==> src/source/cmd_axi_pkg.sv <==
package cmd_axi_pkg;

  // Burst and buffer sizing
  localparam int MAX_BEATS  = 16;
  localparam int FIFO_DEPTH = 16;

  // AXI response and burst codes
  localparam logic [1:0] RESP_OKAY   = 2'b00;
  localparam logic [1:0] RESP_SLVERR = 2'b10;
  localparam logic [1:0] BURST_INCR  = 2'b01;

  typedef logic [31:0] addr_t;    // Byte address
  typedef logic [31:0] data_t;    // AXI data word
  typedef logic [7:0]  byte_t;    // Host data byte
  typedef logic [3:0]  axi_id_t;
  typedef logic [7:0]  axi_len_t; // AXI beats minus one
  typedef logic [$clog2(MAX_BEATS):0] beats_t;  // 1 to MAX_BEATS words
  typedef logic [1:0]  resp_t;

  // Host command, dir set means read
  typedef struct packed {
    logic    dir;
    axi_id_t id;
    beats_t  beats;
    addr_t   addr;
  } host_cmd_t;

  typedef struct packed {
    byte_t data;
    logic  last;
  } host_byte_t;

  // One 32-bit beat as buffered in either FIFO
  typedef struct packed {
    data_t data;
    logic  last;
    logic  err;
  } word_beat_t;

  typedef struct packed {
    byte_t data;
    logic  last;
    logic  err;
  } rd_byte_t;

  typedef struct packed {
    axi_id_t id;
    logic    okay;
  } wr_resp_t;

endpackage

==> src/source/byte_word_packer.sv <==
module byte_word_packer (
  input  logic                    aclk,
  input  logic                    aresetn,
  input  logic                    byte_stb_i,
  input  cmd_axi_pkg::host_byte_t byte_i,
  output logic                    word_stb_o,
  output cmd_axi_pkg::word_beat_t word_o
);
  import cmd_axi_pkg::*;

  logic [1:0] lane_q;  // Next byte lane to fill
  data_t      shift_q;
  logic       last_q;

  // Lane counter and word strobe
  always_ff @(posedge aclk or negedge aresetn) begin
    if (!aresetn) begin
      lane_q     <= 2'd0;
      word_stb_o <= 1'b0;
    end else begin
      word_stb_o <= byte_stb_i && (lane_q == 2'd3);
      if (byte_stb_i) begin
        lane_q <= byte_i.last ? 2'd0 : lane_q + 2'd1;  // Realign on burst end
      end
    end
  end

  // Bytes enter at the top and move down, so the first byte lands in bits 7:0
  always_ff @(posedge aclk) begin
    if (byte_stb_i) begin
      shift_q <= {byte_i.data, shift_q[$bits(data_t)-1:$bits(byte_t)]};
      last_q  <= byte_i.last;
    end
  end

  // Write data carries no error
  assign word_o.data = shift_q;
  assign word_o.last = last_q;
  assign word_o.err  = 1'b0;

endmodule

==> src/source/word_fifo.sv <==
module word_fifo #(
  parameter int DEPTH = 16
) (
  input  logic                    aclk,
  input  logic                    aresetn,
  input  logic                    push_i,
  input  cmd_axi_pkg::word_beat_t push_data_i,
  input  logic                    pop_i,
  output cmd_axi_pkg::word_beat_t pop_data_o,
  output logic                    empty_o,
  output logic                    full_o
);
  import cmd_axi_pkg::*;

  word_beat_t                 mem_q [DEPTH];
  logic [$clog2(DEPTH)-1:0]   wr_ptr_q;
  logic [$clog2(DEPTH)-1:0]   rd_ptr_q;
  logic [$clog2(DEPTH):0]     count_q;
  logic                       do_push;
  logic                       do_pop;

  assign do_push = push_i && !full_o;   // Push on full is dropped
  assign do_pop  = pop_i && !empty_o;

  assign empty_o = (count_q == 0);
  assign full_o  = (count_q == DEPTH);

  // Head word is always presented
  assign pop_data_o = mem_q[rd_ptr_q];

  always_ff @(posedge aclk or negedge aresetn) begin
    if (!aresetn) begin
      wr_ptr_q <= '0;
      rd_ptr_q <= '0;
      count_q  <= '0;
    end else begin
      if (do_push) begin
        wr_ptr_q <= (wr_ptr_q == DEPTH - 1) ? '0 : wr_ptr_q + 1'b1;
      end
      if (do_pop) begin
        rd_ptr_q <= (rd_ptr_q == DEPTH - 1) ? '0 : rd_ptr_q + 1'b1;
      end
      case ({do_push, do_pop})
        2'b10:   count_q <= count_q + 1'b1;
        2'b01:   count_q <= count_q - 1'b1;
        default: count_q <= count_q;  // Both or neither
      endcase
    end
  end

  // Storage
  always_ff @(posedge aclk) begin
    if (do_push) begin
      mem_q[wr_ptr_q] <= push_data_i;
    end
  end

endmodule

==> src/source/axi_write_engine.sv <==
module axi_write_engine (
  input  logic                    aclk,
  input  logic                    aresetn,
  input  logic                    cmd_stb_i,
  input  cmd_axi_pkg::host_cmd_t  cmd_i,
  input  cmd_axi_pkg::word_beat_t fifo_data_i,
  input  logic                    fifo_empty_i,
  output logic                    fifo_pop_o,
  output logic                    awvalid_o,
  input  logic                    awready_i,
  output cmd_axi_pkg::addr_t      awaddr_o,
  output cmd_axi_pkg::axi_id_t    awid_o,
  output cmd_axi_pkg::axi_len_t   awlen_o,
  output logic [1:0]              awburst_o,
  output logic                    wvalid_o,
  input  logic                    wready_i,
  output cmd_axi_pkg::data_t      wdata_o,
  output logic [3:0]              wstrb_o,
  output logic                    wlast_o,
  input  logic                    bvalid_i,
  output logic                    bready_o,
  input  cmd_axi_pkg::resp_t      bresp_i,
  input  cmd_axi_pkg::axi_id_t    bid_i,
  output logic                    resp_stb_o,
  output cmd_axi_pkg::wr_resp_t   resp_o,
  output logic                    busy_o
);
  import cmd_axi_pkg::*;

  typedef enum logic [1:0] {IDLE, ADDR, DATA, RESP} state_t;

  state_t   state_q;
  addr_t    addr_q;
  axi_id_t  id_q;
  axi_len_t len_q;
  logic     b_hs;

  assign b_hs = bvalid_i && bready_o;

  always_ff @(posedge aclk or negedge aresetn) begin
    if (!aresetn) begin
      state_q    <= IDLE;
      resp_stb_o <= 1'b0;
    end else begin
      resp_stb_o <= b_hs;
      case (state_q)
        IDLE: if (cmd_stb_i && !cmd_i.dir) state_q <= ADDR;
        ADDR: if (awready_i) state_q <= DATA;
        DATA: if (fifo_pop_o && fifo_data_i.last) state_q <= RESP;
        RESP: if (b_hs) state_q <= IDLE;
        default: state_q <= IDLE;
      endcase
    end
  end

  // Command fields and response payload
  always_ff @(posedge aclk) begin
    if (state_q == IDLE && cmd_stb_i) begin
      addr_q <= cmd_i.addr;
      id_q   <= cmd_i.id;
      len_q  <= axi_len_t'(cmd_i.beats) - 8'd1;
    end
    if (b_hs) begin
      resp_o.id   <= bid_i;
      resp_o.okay <= (bresp_i == RESP_OKAY);
    end
  end

  assign awvalid_o = (state_q == ADDR);
  assign awaddr_o  = addr_q;
  assign awid_o    = id_q;
  assign awlen_o   = len_q;
  assign awburst_o = BURST_INCR;

  // W streams straight from the FIFO head, a wready stall just holds it
  assign wvalid_o   = (state_q == DATA) && !fifo_empty_i;
  assign wdata_o    = fifo_data_i.data;
  assign wstrb_o    = '1;  // Full words only
  assign wlast_o    = wvalid_o && fifo_data_i.last;
  assign fifo_pop_o = wvalid_o && wready_i;

  assign bready_o = (state_q == RESP);
  assign busy_o   = (state_q != IDLE);

endmodule

==> src/source/axi_read_engine.sv <==
module axi_read_engine (
  input  logic                    aclk,
  input  logic                    aresetn,
  input  logic                    cmd_stb_i,
  input  cmd_axi_pkg::host_cmd_t  cmd_i,
  input  logic                    fifo_full_i,
  output logic                    fifo_push_o,
  output cmd_axi_pkg::word_beat_t fifo_data_o,
  output logic                    arvalid_o,
  input  logic                    arready_i,
  output cmd_axi_pkg::addr_t      araddr_o,
  output cmd_axi_pkg::axi_id_t    arid_o,
  output cmd_axi_pkg::axi_len_t   arlen_o,
  output logic [1:0]              arburst_o,
  input  logic                    rvalid_i,
  output logic                    rready_o,
  input  cmd_axi_pkg::data_t      rdata_i,
  input  cmd_axi_pkg::resp_t      rresp_i,
  input  logic                    rlast_i,
  input  logic                    drain_done_i,
  output logic                    busy_o
);
  import cmd_axi_pkg::*;

  typedef enum logic [1:0] {IDLE, ADDR, DATA, DRAIN} state_t;

  state_t   state_q;
  addr_t    addr_q;
  axi_id_t  id_q;
  axi_len_t len_q;

  always_ff @(posedge aclk or negedge aresetn) begin
    if (!aresetn) begin
      state_q <= IDLE;
    end else begin
      case (state_q)
        IDLE:  if (cmd_stb_i && cmd_i.dir) state_q <= ADDR;
        ADDR:  if (arready_i) state_q <= DATA;
        DATA:  if (fifo_push_o && rlast_i) state_q <= DRAIN;
        DRAIN: if (drain_done_i) state_q <= IDLE;  // Host has the last byte
        default: state_q <= IDLE;
      endcase
    end
  end

  always_ff @(posedge aclk) begin
    if (state_q == IDLE && cmd_stb_i) begin
      addr_q <= cmd_i.addr;
      id_q   <= cmd_i.id;
      len_q  <= axi_len_t'(cmd_i.beats) - 8'd1;
    end
  end

  assign arvalid_o = (state_q == ADDR);
  assign araddr_o  = addr_q;
  assign arid_o    = id_q;
  assign arlen_o   = len_q;
  assign arburst_o = BURST_INCR;

  // The read FIFO back-pressures R directly
  assign rready_o    = (state_q == DATA) && !fifo_full_i;
  assign fifo_push_o = rvalid_i && rready_o;

  assign fifo_data_o.data = rdata_i;
  assign fifo_data_o.last = rlast_i;
  assign fifo_data_o.err  = (rresp_i != RESP_OKAY);

  assign busy_o = (state_q != IDLE);

endmodule

==> src/source/word_byte_unpacker.sv <==
module word_byte_unpacker (
  input  logic                    aclk,
  input  logic                    aresetn,
  input  cmd_axi_pkg::word_beat_t fifo_data_i,
  input  logic                    fifo_empty_i,
  output logic                    fifo_pop_o,
  output logic                    byte_stb_o,
  output cmd_axi_pkg::rd_byte_t   byte_o
);
  import cmd_axi_pkg::*;

  logic [1:0] lane_q;  // Byte of the head word sent next
  logic       emit;

  assign emit       = !fifo_empty_i;
  assign fifo_pop_o = emit && (lane_q == 2'd3);  // Word done after lane 3

  always_ff @(posedge aclk or negedge aresetn) begin
    if (!aresetn) begin
      lane_q     <= 2'd0;
      byte_stb_o <= 1'b0;
    end else begin
      byte_stb_o <= emit;
      if (emit) begin
        lane_q <= lane_q + 2'd1;  // Wraps onto the next word
      end
    end
  end

  // Little-endian lane select
  always_ff @(posedge aclk) begin
    if (emit) begin
      byte_o.data <= fifo_data_i.data[8*lane_q +: 8];
      byte_o.last <= fifo_data_i.last && (lane_q == 2'd3);
      byte_o.err  <= fifo_data_i.err;
    end
  end

endmodule

==> src/source/cmd_to_axi.sv <==
module cmd_to_axi (
  input  logic                    aclk,
  input  logic                    aresetn,
  // Host port
  input  logic                    cmd_stb_i,
  input  cmd_axi_pkg::host_cmd_t  cmd_i,
  input  logic                    wr_stb_i,
  input  cmd_axi_pkg::host_byte_t wr_byte_i,
  output logic                    rd_stb_o,
  output cmd_axi_pkg::rd_byte_t   rd_byte_o,
  output logic                    wr_resp_stb_o,
  output cmd_axi_pkg::wr_resp_t   wr_resp_o,
  output logic                    busy_o,
  // AXI4 master
  output logic                    awvalid_o,
  input  logic                    awready_i,
  output cmd_axi_pkg::addr_t      awaddr_o,
  output cmd_axi_pkg::axi_id_t    awid_o,
  output cmd_axi_pkg::axi_len_t   awlen_o,
  output logic [1:0]              awburst_o,
  output logic                    wvalid_o,
  input  logic                    wready_i,
  output cmd_axi_pkg::data_t      wdata_o,
  output logic [3:0]              wstrb_o,
  output logic                    wlast_o,
  input  logic                    bvalid_i,
  output logic                    bready_o,
  input  cmd_axi_pkg::resp_t      bresp_i,
  input  cmd_axi_pkg::axi_id_t    bid_i,
  output logic                    arvalid_o,
  input  logic                    arready_i,
  output cmd_axi_pkg::addr_t      araddr_o,
  output cmd_axi_pkg::axi_id_t    arid_o,
  output cmd_axi_pkg::axi_len_t   arlen_o,
  output logic [1:0]              arburst_o,
  input  logic                    rvalid_i,
  output logic                    rready_o,
  input  cmd_axi_pkg::data_t      rdata_i,
  input  cmd_axi_pkg::resp_t      rresp_i,
  input  logic                    rlast_i
);
  import cmd_axi_pkg::*;

  word_beat_t pk_word;      // Packer to write FIFO
  logic       pk_stb;
  word_beat_t wf_data;
  logic       wf_empty;
  logic       wf_pop;
  word_beat_t rf_push_data; // Read engine to read FIFO
  logic       rf_push;
  word_beat_t rf_data;
  logic       rf_empty;
  logic       rf_full;
  logic       rf_pop;
  logic       wr_busy;
  logic       rd_busy;
  logic       drain_done;

  assign busy_o     = wr_busy || rd_busy;
  assign drain_done = rd_stb_o && rd_byte_o.last;

  // Write path
  byte_word_packer u_packer (
    .aclk       (aclk),
    .aresetn    (aresetn),
    .byte_stb_i (wr_stb_i),
    .byte_i     (wr_byte_i),
    .word_stb_o (pk_stb),
    .word_o     (pk_word)
  );

  word_fifo #(.DEPTH(FIFO_DEPTH)) u_wr_fifo (
    .aclk        (aclk),
    .aresetn     (aresetn),
    .push_i      (pk_stb),
    .push_data_i (pk_word),
    .pop_i       (wf_pop),
    .pop_data_o  (wf_data),
    .empty_o     (wf_empty),
    .full_o      ()  // A single burst never fills it
  );

  axi_write_engine u_wr_eng (
    .aclk         (aclk),
    .aresetn      (aresetn),
    .cmd_stb_i    (cmd_stb_i),
    .cmd_i        (cmd_i),
    .fifo_data_i  (wf_data),
    .fifo_empty_i (wf_empty),
    .fifo_pop_o   (wf_pop),
    .awvalid_o    (awvalid_o),
    .awready_i    (awready_i),
    .awaddr_o     (awaddr_o),
    .awid_o       (awid_o),
    .awlen_o      (awlen_o),
    .awburst_o    (awburst_o),
    .wvalid_o     (wvalid_o),
    .wready_i     (wready_i),
    .wdata_o      (wdata_o),
    .wstrb_o      (wstrb_o),
    .wlast_o      (wlast_o),
    .bvalid_i     (bvalid_i),
    .bready_o     (bready_o),
    .bresp_i      (bresp_i),
    .bid_i        (bid_i),
    .resp_stb_o   (wr_resp_stb_o),
    .resp_o       (wr_resp_o),
    .busy_o       (wr_busy)
  );

  // Read path
  axi_read_engine u_rd_eng (
    .aclk         (aclk),
    .aresetn      (aresetn),
    .cmd_stb_i    (cmd_stb_i),
    .cmd_i        (cmd_i),
    .fifo_full_i  (rf_full),
    .fifo_push_o  (rf_push),
    .fifo_data_o  (rf_push_data),
    .arvalid_o    (arvalid_o),
    .arready_i    (arready_i),
    .araddr_o     (araddr_o),
    .arid_o       (arid_o),
    .arlen_o      (arlen_o),
    .arburst_o    (arburst_o),
    .rvalid_i     (rvalid_i),
    .rready_o     (rready_o),
    .rdata_i      (rdata_i),
    .rresp_i      (rresp_i),
    .rlast_i      (rlast_i),
    .drain_done_i (drain_done),
    .busy_o       (rd_busy)
  );

  word_fifo #(.DEPTH(FIFO_DEPTH)) u_rd_fifo (
    .aclk        (aclk),
    .aresetn     (aresetn),
    .push_i      (rf_push),
    .push_data_i (rf_push_data),
    .pop_i       (rf_pop),
    .pop_data_o  (rf_data),
    .empty_o     (rf_empty),
    .full_o      (rf_full)
  );

  word_byte_unpacker u_unpacker (
    .aclk         (aclk),
    .aresetn      (aresetn),
    .fifo_data_i  (rf_data),
    .fifo_empty_i (rf_empty),
    .fifo_pop_o   (rf_pop),
    .byte_stb_o   (rd_stb_o),
    .byte_o       (rd_byte_o)
  );

endmodule

==> config.mk <==
export PLATFORM = sky130hd
export DESIGN_NAME = cmd_to_axi
export DESIGN_NICKNAME = d
export VERILOG_FILES = /design/src/source/cmd_axi_pkg.sv /design/src/source/byte_word_packer.sv /design/src/source/word_fifo.sv /design/src/source/axi_write_engine.sv /design/src/source/axi_read_engine.sv /design/src/source/word_byte_unpacker.sv /design/src/source/cmd_to_axi.sv
export SDC_FILE = /design/constraint.sdc
export NUM_CORES = 1
export LEC_CHECK = 0
export BUFFER_PORTS_ARGS = -buffer_cell sky130_fd_sc_hd__buf_2
export CAP_MARGIN = 20
export CORE_MARGIN = 2
export CORE_UTILIZATION = 55
export CTS_BUF_LIST = sky130_fd_sc_hd__clkbuf_16
export CTS_CLUSTER_DIAMETER = 120
export DETAILED_ROUTE_END_ITERATION = 6
export PLACE_DENSITY_LB_ADDON = 0.3
export REMOVE_ABC_BUFFERS = 1
export SYNTH_ARGS = -nofsm -noshare
export SYNTH_HDL_FRONTEND = slang
export SYNTH_SLANG_ARGS = --single-unit
==> constraint.sdc <==
create_clock -name aclk -period 5.7 [get_ports aclk]
set_clock_uncertainty 0.1 [all_clocks]
set_input_delay 0.285 -clock aclk [delete_from_list [all_inputs] [get_ports aclk]]
set_output_delay 0.285 -clock aclk [all_outputs]
set_load 0.01 [all_outputs]
# Yosys cells after proc, flatten, opt, wreduce, memory -nomap -nowiden
# Memories as Yosys holds them, arrays and structs flattened.
# Index checks and enable logic that the tools add are counted.
totals:
  reg_bits: 173
  mem_bits_rw: 1072
  inputBits: 101
  output_inout_bits: 152
  wordCells: 125
  memories: 2
classes:
  add_sub_neg: 11
  n_eq_ne: 26
  n_shift: 1
  n_mux: 21
  n_reduce_logical: 38
memory_table:
  columns: ["memory", "words", "word_bits", "read_ports", "rd_clocked_by_memory_dff", "write_ports", "line", "rtl"]
  rows:
  - ["u_rd_fifo.mem_q", 16, 34, 1, 0, 1, "word_fifo.sv:15", "word_beat_t mem_q [DEPTH];"]
  - ["u_wr_fifo.mem_q", 16, 33, 1, 0, 1, "word_fifo.sv:15", null]
op_table:
  columns: ["op", "count"]
  rows:
  - ["variable part select 32 x 6 -> 8 bit", 1]
  - ["logical AND 1 bit", 20]
  - ["one-hot mux 5 bit (2 select lines)", 2]
  - ["2-to-1 mux 2 bit", 9]
  - ["adder 4 x 1 -> 4 bit (second input constant)", 4]
  - ["equality test 2 bit (second input constant)", 8]
  - ["equality test 4 bit (second input constant)", 4]
  - ["2-to-1 mux 4 bit", 4]
  - ["one-hot mux 2 bit (4 select lines)", 2]
  - ["inequality test 2 x 1 -> 1 bit (second input constant)", 6]
  - ["adder 5 x 1 -> 5 bit (second input constant)", 2]
  - ["equality test 5 bit (second input constant)", 2]
  - ["logical NOT 5 bit", 2]
  - ["nonzero test 2 bit", 5]
  - ["subtractor 5 x 1 -> 5 bit (second input constant)", 2]
  - ["equality test 2 x 1 -> 1 bit (second input constant)", 4]
  - ["AND reduction 4 bit", 2]
  - ["logical NOT 2 bit", 3]
  - ["subtractor 5 x 1 -> 6 bit (second input constant)", 1]
  - ["logical NOT 1 bit", 5]
  - ["adder 2 x 1 -> 2 bit (second input constant)", 2]
  - ["2-to-1 mux 1 bit", 4]
  - ["inequality test 2 bit (second input constant)", 2]
  - ["logical OR 1 bit", 1]

# Depth between registers and ports, before layout
# Gate-level depths: netlist of run 1.
depth:
  word_depth: 7
  ltp_mapped: 14

# By module
# A second synthesis of run 1 with hierarchy kept.
unflattened:
  cells_unflattened: 2260
  area_unflattened_um2: 48500.3
by_module_without_submodules:
  columns: ["module", "n_inst", "cells_per_inst", "area_each_um2", "seq_area_each_um2"]
  rows:
  - ["word_fifo at u_rd_fifo", 1, 1003, 21538.2, 16661.0]
  - ["word_fifo at u_wr_fifo", 1, 938, 21291.7, 16661.0]
  - ["axi_write_engine", 1, 127, 2031.9, 1486.4]
  - ["axi_read_engine", 1, 115, 1868.0, 1311.3]
  - ["byte_word_packer", 1, 46, 1137.3, 1066.0]
  - ["word_byte_unpacker", 1, 29, 620.6, 375.4]
  - ["cmd_to_axi", 1, 2, 12.5, 0.0]

# Worst setup path before layout of run 1
# Ideal clock, no wire load.
synth_path:
  path_type: "flip-flop to flip-flop"
  start: "register u_wr_fifo.count_q[1]"
  end: "memory u_wr_fifo.mem_q[3][0] in the netlist's numbering, enable pin"
  setup_ns: 0.464
  t_arrival_ns: 3.511
  required_ns: 5.136
  path_slack_ns: 1.625
  stages_incl_launch_ff: 7
  path_buffers: 2
  period_less_slack_ns: 4.075
  path_cell_list: "dfrtp_1 > clkbuf_1 > or4_1 > o21a_1 > clkbuf_1 > nand2_1 > nor3_1"
synth_between:
  elab_chain_cells: 5
synth_rtl:
  columns: ["element", "line", "rtl"]
  rows:
  - ["from (decl)", "word_fifo.sv:18", "logic [$clog2(DEPTH):0] count_q;"]
  - ["from (signal assigned)", "word_fifo.sv:44", "2'b10: count_q <= count_q + 1'b1;"]
  - ["from (signal assigned)", "word_fifo.sv:45", "2'b01: count_q <= count_q - 1'b1;"]
  - ["from (signal assigned)", "word_fifo.sv:46", "default: count_q <= count_q;"]
  - ["equality test 5 bit", "word_fifo.sv:26", "assign full_o = (count_q == DEPTH);"]
  - ["logical NOT 1 bit", "word_fifo.sv:22", "assign do_push = push_i && !full_o;"]
  - ["logical AND 1 bit", "word_fifo.sv:22", null]
  - ["2-to-1 mux 1 bit", "word_fifo.sv:53", "if (do_push) begin"]
  - ["2-to-1 mux 1 bit (implied by the code)", "word_fifo.sv:54", "mem_q[wr_ptr_q] <= push_data_i;"]
  - ["to (decl)", "word_fifo.sv:15", null]
# Every way passes these cells.

# Worst setup path after layout of run 1
layout_path:
  start: "register u_wr_fifo.rd_ptr_q[1]"
  end: "output port wdata_o[12]"
layout_between:
  elab_chain_cells: 1
layout_rtl:
  columns: ["element", "line", "rtl"]
  rows:
  - ["from (decl)", "word_fifo.sv:17", "logic [$clog2(DEPTH)-1:0] rd_ptr_q;"]
  - ["from (signal assigned)", "word_fifo.sv:41", "rd_ptr_q <= (rd_ptr_q == DEPTH - 1) ? '0 : rd_ptr_q + 1'b1;"]
  - ["memory read (16 x 33 bit)", null, null]
  - ["to (decl)", "cmd_to_axi.sv:23", "output cmd_axi_pkg::data_t wdata_o,"]
# Every way passes these cells.

==> impl_results.md, run 1 <==
* Fmax at 248 MHz
* Hold slack at slightly below 0.05 ns
* Tmin final at ~4.0 ns
* Seq/Total Area, Yosys at roughly four fifths
* DP Area at around 50,000 µm²
* Initial antenna violation count at 6
* FFs w/ async S/R, synth at approximately 3.0%
* Root buffer cell: clkbuf_16
* Worst EP arrival at roughly 3.7 ns
* Share of power burned in registers at between 40% and 50%
* Final core occ at between 60% and 70%
* Yosys cell types at 66
* Drt total wl at about 110,000 µm
* Synthesis-to-layout area growth at 16.1%
* Yosys warns at 0
* First-pass GRT wire length at around 160,000 µm
* Critical Path Source: u_wr_fifo.rd_ptr_q[1]
* Tcrit/Tclk final at a little over two thirds
* Share of total power in combinational logic at 23.8%
* Design area at 55,000 µm²
* H-tree levels at 3
* Die area at 88,500 µm²
* Post-DP HPWL at between 50,000 and 60,000 µm
* Gr ovfl total at 0
* Clk sink count at ~1.2k
* Vias at approximately 24k
* Clk Latency, worst-skew pair at ~0.7 ns
* Worst EP required at ~5.3 ns
* Mapped Cells at 2,275
* Cts bufs inserted at 120
* Switching power share of the total at slightly below 30%
* Max VDD drop at 398 µV
* Final Max Tran Viols at 0
* Final ANT Viol Nets at 0
* CTS max path bufs at 3
* Post-synth EDFFs at ~1.2k
* Post-CTS Setup Bufs at 0
* Slew @ Worst Pin at between 1 and 1.5 ns
* Internal at 17.6 mW
* Ys flop type: edfxtp_1
* Post-Syn Area per Cell at 20.8 µm²
* Clock share of power at a little under a third
* DRC violations left at 0
* I/O pins at ~250
* Most frequent cells in the layout: edfxtp_1, buf_2, mux2i_1
* Vias in the first global route at 24.6k
* Clk slew on worst S/H paths at around 0.060 ns
* Routed wire per std cell at between 20 and 30 µm
* Die height at approximately 300 µm
* Post-Syn Area at ~47,000 µm²
* TritonRoute pass-1 iters at 7
* Unrepaired setup endpoints after global routing: no
* Maxcap violations at 0
* Starting density of the core at a little under three fifths
* Port bufs at around 240
* # setup viols final at 0
* CTS tree: built
* Endpoint class of the critical path: output port
* Initial DRC count at 2,486
* Power Density at about 450 nW/µm²
* Fraction of layout cells with a size suffix above 1 at between 20 and 30%
* Startpoint of the worst hold path: cmd_stb_i
* Die Wd at ~300 µm
* Status: complete, no violations
* Crit path max fanout at 40
* Reg2reg start: u_unpacker.lane_q[0]
* CP Class: register to output port
* Number of synthesized register bits at about 1.2k
* Std-Cell Core Area at 85,300 µm²
* Vias per cell at approximately 6.1
* Net Sw Power at between 7 and 8 mW
* Final GP Congestion at 0.813
* Most common cell after layout, fill and taps aside: edfxtp_1
* PostCTS Resize Cnt at 0
* Worst Setup Start Kind: register
* Cell Rows at roughly 110
* Post-Route Setup TNS at 0 ns
* HP Class: primary input to register
* Leakage Power at about 19 nW
* Relative slew slack at between 20% and 30%
* Final Hold Vio Count at 0
* GRT Total Usage at between 20% and 30%
* Final nets at approximately 2.8k
* Largest net degree at the start of global routing at just over 70
through the flow:
step | total power, mW | setup slack (ns) | instances
2_1_floorplan | 15.8 | -2.66 | 2159
3_3_place_gp | 17.1 | 2.12 | 3609
3_5_place_dp | 17.3 | 1.99 | 3610
4_1_cts | 24.9 | 1.57 | 3930
5_1_grt | 25.8 | 1.49 | 3935
6_report | 24.8 | 1.67 | 3936
cells by family (layout without fill, tap and decap cells):
logic type	Yosys count	count (layout)	synth area share (%)
AOI/OAI and AO/OA	259	259	4.00
other	2	11	0.0158
muxes	382	382	13.0
and+or+nand+nor	193	193	2.01
adders and majority gates	29	29	0.766
xor gates and xnor gates	21	21	0.388
DFF	1241	1241	78.3
buffers and inverters	148	656	1.57
Yosys cell counts, types with 8 or more instances:
library cell	count	share of area, %
xnor2_1	10	0.18
a2111oi_0	8	0.15
inv_1	25	0.20
a221oi_1	68	1.3
buf_4	25	0.40
a22oi_1	44	0.70
a211oi_1	14	0.22
o21ai_0	49	0.52
edfxtp_1	1204	76
mux4_2	186	8.8
xor2_1	11	0.20
a21oi_1	13	0.14
o22ai_1	9	0.12
nor3_1	17	0.18
buf_2	32	0.34
mux2i_1	188	4.0
buf_1	10	0.079
nor2b_1	11	0.15
and2_1	23	0.30
nand2_1	68	0.54
nor2_1	34	0.27
o21ai_1	8	0.084
nand3_1	8	0.084
ha_1	29	0.77
clkbuf_1	48	0.38
dfrtp_1	37	2.0
flip-flops by register name, summed over array words and instances (netlist names), 5 cells and up:
signal and cells:
u_rd_fifo.count_q 5, u_wr_eng.resp_o 5, u_rd_eng.arlen_o 6, u_wr_eng.awlen_o 6, u_wr_eng.awaddr_o 32, u_rd_eng.araddr_o 32, u_unpacker.byte_o 10, u_rd_fifo.mem_q 544
u_packer.shift_q 32, u_wr_fifo.mem_q 528, u_wr_fifo.count_q 5
area by class of cell:
class	count	area, µm²
Tap cell	1144	1430
Timing Repair Buffer	409	2820
Sequential cell	1241	37100
Clock inverter	101	850
Clock buffer	120	3000
Multi-Input combinational cell	892	9730
Fill cell	5607	30200
Antenna cell	3	7.51
Inverter	26	97.6
power by group through the flow:
stage / clock network (mW) / registers, mW / logic, mW
2_1_floorplan: 0 / 11.7 / 4.07
3_3_place_gp: 0 / 11.4 / 5.71
3_5_place_dp: 0 / 11.4 / 5.84
4_1_cts: 7.78 / 11.2 / 5.94
5_1_grt: 8.13 / 11.3 / 6.34
6_report: 7.66 / 11.2 / 5.91
layer usage:
metal	wire length [µm]	track usage, %
met1	40500	31.3
met4	2970	7.61
met2	54400	40.8
met5	49	0
met3	7340	4.36
worst max-delay path, cell delays in order, from the launching register on:
cell,delay [ns]
dfrtp_4,0.79
and2_2,0.93
buf_4,0.48
a221oi_1,0.18
a22oi_1,0.23
nand2_1,0.13
buf_2,0.16
timing repair:
item,4_1_cts,5_1_grt
hold endpoints to repair,693,0
endpoints found under the setup margin,0,0
hold buffers,99,0
worst paths after layout:
check | end | slack, ns | cells past startpoint
min reg2reg | u_wr_fifo.count_q[3] | 0.43 | 2
max in group asynchronous | u_wr_fifo.rd_ptr_q[1] | 4.63 | 2
min | u_wr_eng.awaddr_o[13] | 0.05 | 2
min in group asynchronous | u_rd_fifo.wr_ptr_q[0] | 0.16 | 2
max | wdata_o[12] | 1.67 | 6
max reg2reg | u_rd_fifo.count_q[4] | 1.88 | 10
(Power assumes the default switching activity.)
==> inputs of run 2 (changes only) <==
Clock period 5.7 ns to 3.8 ns, I/O delays scaled along.
==> run 2 against run 1 <==
Clock power grew 46%. Die area is the same. Sequential power grew 49%. Global-route usage grew 0.41 points. Critical endpoint is now wdata_o[16]. Non-clock buffer count grew 20. First-iteration DRC count is essentially flat. Core utilization grew 0.23 points. Register-to-register slack lost 1.5 ns. Routed wire length grew 2.1%. Largest cell class unchanged. Total power grew 50%.
==> impl_results.md, run 2 (synthesis results as in run 1) <==
* Buf+Inv Stages, Crit Path at 3
* Worst EP arrival at roughly 3.3 ns
* Most frequent cells in the layout: edfxtp_1, buf_2, mux2i_1
* Fillers at around 5.7k
* GR met3 Demand/Resource at under 10%
* Port bufs at ~240
* Max incr delay on CP at 0.50 ns
* Routed wire per std cell at approximately 27 µm
* Relative slew slack at around 30%
* Power Density at roughly 670 nW/µm²
* # setup viols final at 0
* Max VDD drop at between 400 and 500 µV
* Vias per cell at roughly 6.1
* Internal at approximately 26 mW
* Fraction of layout cells with a size suffix above 1 at about a quarter
* Endpoint class of the critical path: output port
* Status: complete, no violations
* Worst Setup Start Kind: register
* H-tree levels at 3
* Die Wd at around 300 µm
* Synthesis-to-layout area growth at 16.6%
* Largest regs: u_rd_fifo.mem_q x544, u_wr_fifo.mem_q x528
* Maxcap violations at 0
* Tmin final at 3.58 ns
* Initial antenna violation count at 3
* Leakage Power at roughly 19 nW
* Starting density of the core at approximately 56%
* Met1 Use GR at 31.6%
* Tcrit/Tclk final at between 90% and 100%
* CP Class: register to output port
* Gr ovfl total at 0
* Cts bufs inserted at around 120
* Vias in the first global route at about 25k
* DRC violations left at 0
* Tot Pwr at 37.2 mW
* I/O pins at around 250
* Clk sink count at 1,241
* Root buffer cell: clkbuf_16
* Vias at between 20k and 25k
* Post-DP HPWL at slightly below 60,000 µm
* Clock share of power at around 30%
* Final core occ at approximately two thirds
* Clk Latency, worst-skew pair at 0.71 ns
* Most common cell after layout, fill and taps aside: edfxtp_1
* Crit path max fanout at 39
* Die area at 88,500 µm²
* Final GP Congestion at roughly 0.83
* Std-Cell Core Area at 85,300 µm²
* First-pass GRT wire length at about 160,000 µm
* Largest reg by FF count: u_rd_fifo.mem_q
* Die height at approximately 300 µm
* Cell Rows at approximately 110
* Slowest CP cell: dfrtp_1
* Crit-path cells: buf_6 -> and2_4 -> buf_4 -> a221oi_1 -> a22oi_1 -> nand2_1 -> buf_2
* Drt total wl at around 110,000 µm
* CTS max path bufs at 3
* Max reg flops at about 540
* Hold slack at roughly 0.043 ns
* Post-CTS Setup Bufs at 0
* Final nets at about 2.8k
* Final Max Tran Viols at 0
* TritonRoute pass-1 iters at 5
* Final ANT Viol Nets at 0
* HP Class: primary input to asynchronous set/reset pin
* Net Sw Power at between 10 and 15 mW
* Initial DRC count at between 2k and 2.5k
* Place WS at between 0.4 and 0.5 ns
* DP Cell Count at 3,628
* Non-filler cells, final at roughly 4.0k
* Share of power burned in registers at 44.8%
* Final Hold Vio Count at 0
* GR Util met2 at about two fifths
* CTS tree: built
* Largest net degree at the start of global routing at 61
* Switching power share of the total at 29.2%
* Fmax at between 200 and 300 MHz
* Slew @ Worst Pin at between 1 and 1.5 ns
* GRT Total Usage at approximately a quarter
* Unrepaired setup endpoints after global routing: no
* Cell family with most CP delay: buffers and inverters
* Clk slew on worst S/H paths at ~0.06 ns
* Gr busiest metal: met2
* Worst EP required at 3.51 ns
* Share of total power in combinational logic at about 25%
* Worst Slack Setup Final at between 0.2 and 0.25 ns
[run 2: cell count changes in the layout (fill, tap and decap cells not counted), moves of 3 or more]
cell,previous run,this run
dlygate4sd3_1,99,103
buf_12,6,20
bufinv_16,11,8
clkinvlp_4,9,4
inv_1,52,57
clkinv_1,22,28
[run 2: path summary, 6_finish.rpt]
path | start | to | slack [ns] | depth (start not counted)
setup / recovery | u_wr_fifo.rd_ptr_q[2] | wdata_o[16] | 0.22 | 7
hold / removal | aresetn | u_unpacker.byte_stb_o | 0.04 | 2
setup reg to reg | u_wr_fifo.count_q[1] | u_wr_fifo.count_q[4] | 0.40 | 11
hold reg to reg | u_packer.lane_q[1] | u_packer.lane_q[1] | 0.44 | 2
max in group asynchronous | aresetn | u_wr_fifo.rd_ptr_q[0] | 2.91 | 2
min in group aclk | cmd_i[41] | u_rd_eng.state_q[1] | 0.05 | 6
[run 2: through the flow]
stage	cell area (µm²)	TNS [ns]
after CTS	55200	0
after detailed placement	50400	0
after floorplan	46800	-207.67
after global placement	50400	0
final	55200	0
after global routing	55200	0
[run 2: repair_timing]
item                                    in CTS  in global routing
resized for setup                            1                  1
gates cloned                                 1                  0
endpoints found under the hold margin      709                  0
endpoints found under the setup margin       6                  2
hold buffers                               103                  0
[run 2: power by group through the flow]
stage	clock [mW]	sequential (mW)	combinational [mW]
floorplan	0	17.4	5.38
global placement	0	16.9	9.00
detailed placement	0	16.9	9.21
CTS	11.4	16.7	9.41
global route	11.9	16.7	10.0
finish	11.2	16.7	9.36
[run 2: layout make-up]
type	instances	area (µm²)	share of cell area, %
sequential	1241	37100	67.2
multi-input combinational	893	9740	17.6
timing repair buffer	429	3140	5.69
clock buffer	121	3030	5.48
tap	1144	1430	2.59
clock inverter	97	691	1.25
inverter	26	97.6	0.177
antenna	1	2.50	0.00453
[run 2: routing by layer]
layer / part of all wire (%) / vias to the layer above / wire length, µm
li1: - / 10300 / -
met1: 39 / 12700 / 41400
met2: 52 / 994 / 55800
met3: 6.6 / 226 / 7070
met4: 3.0 / 4 / 3250
met5: 0.023 / - / 25
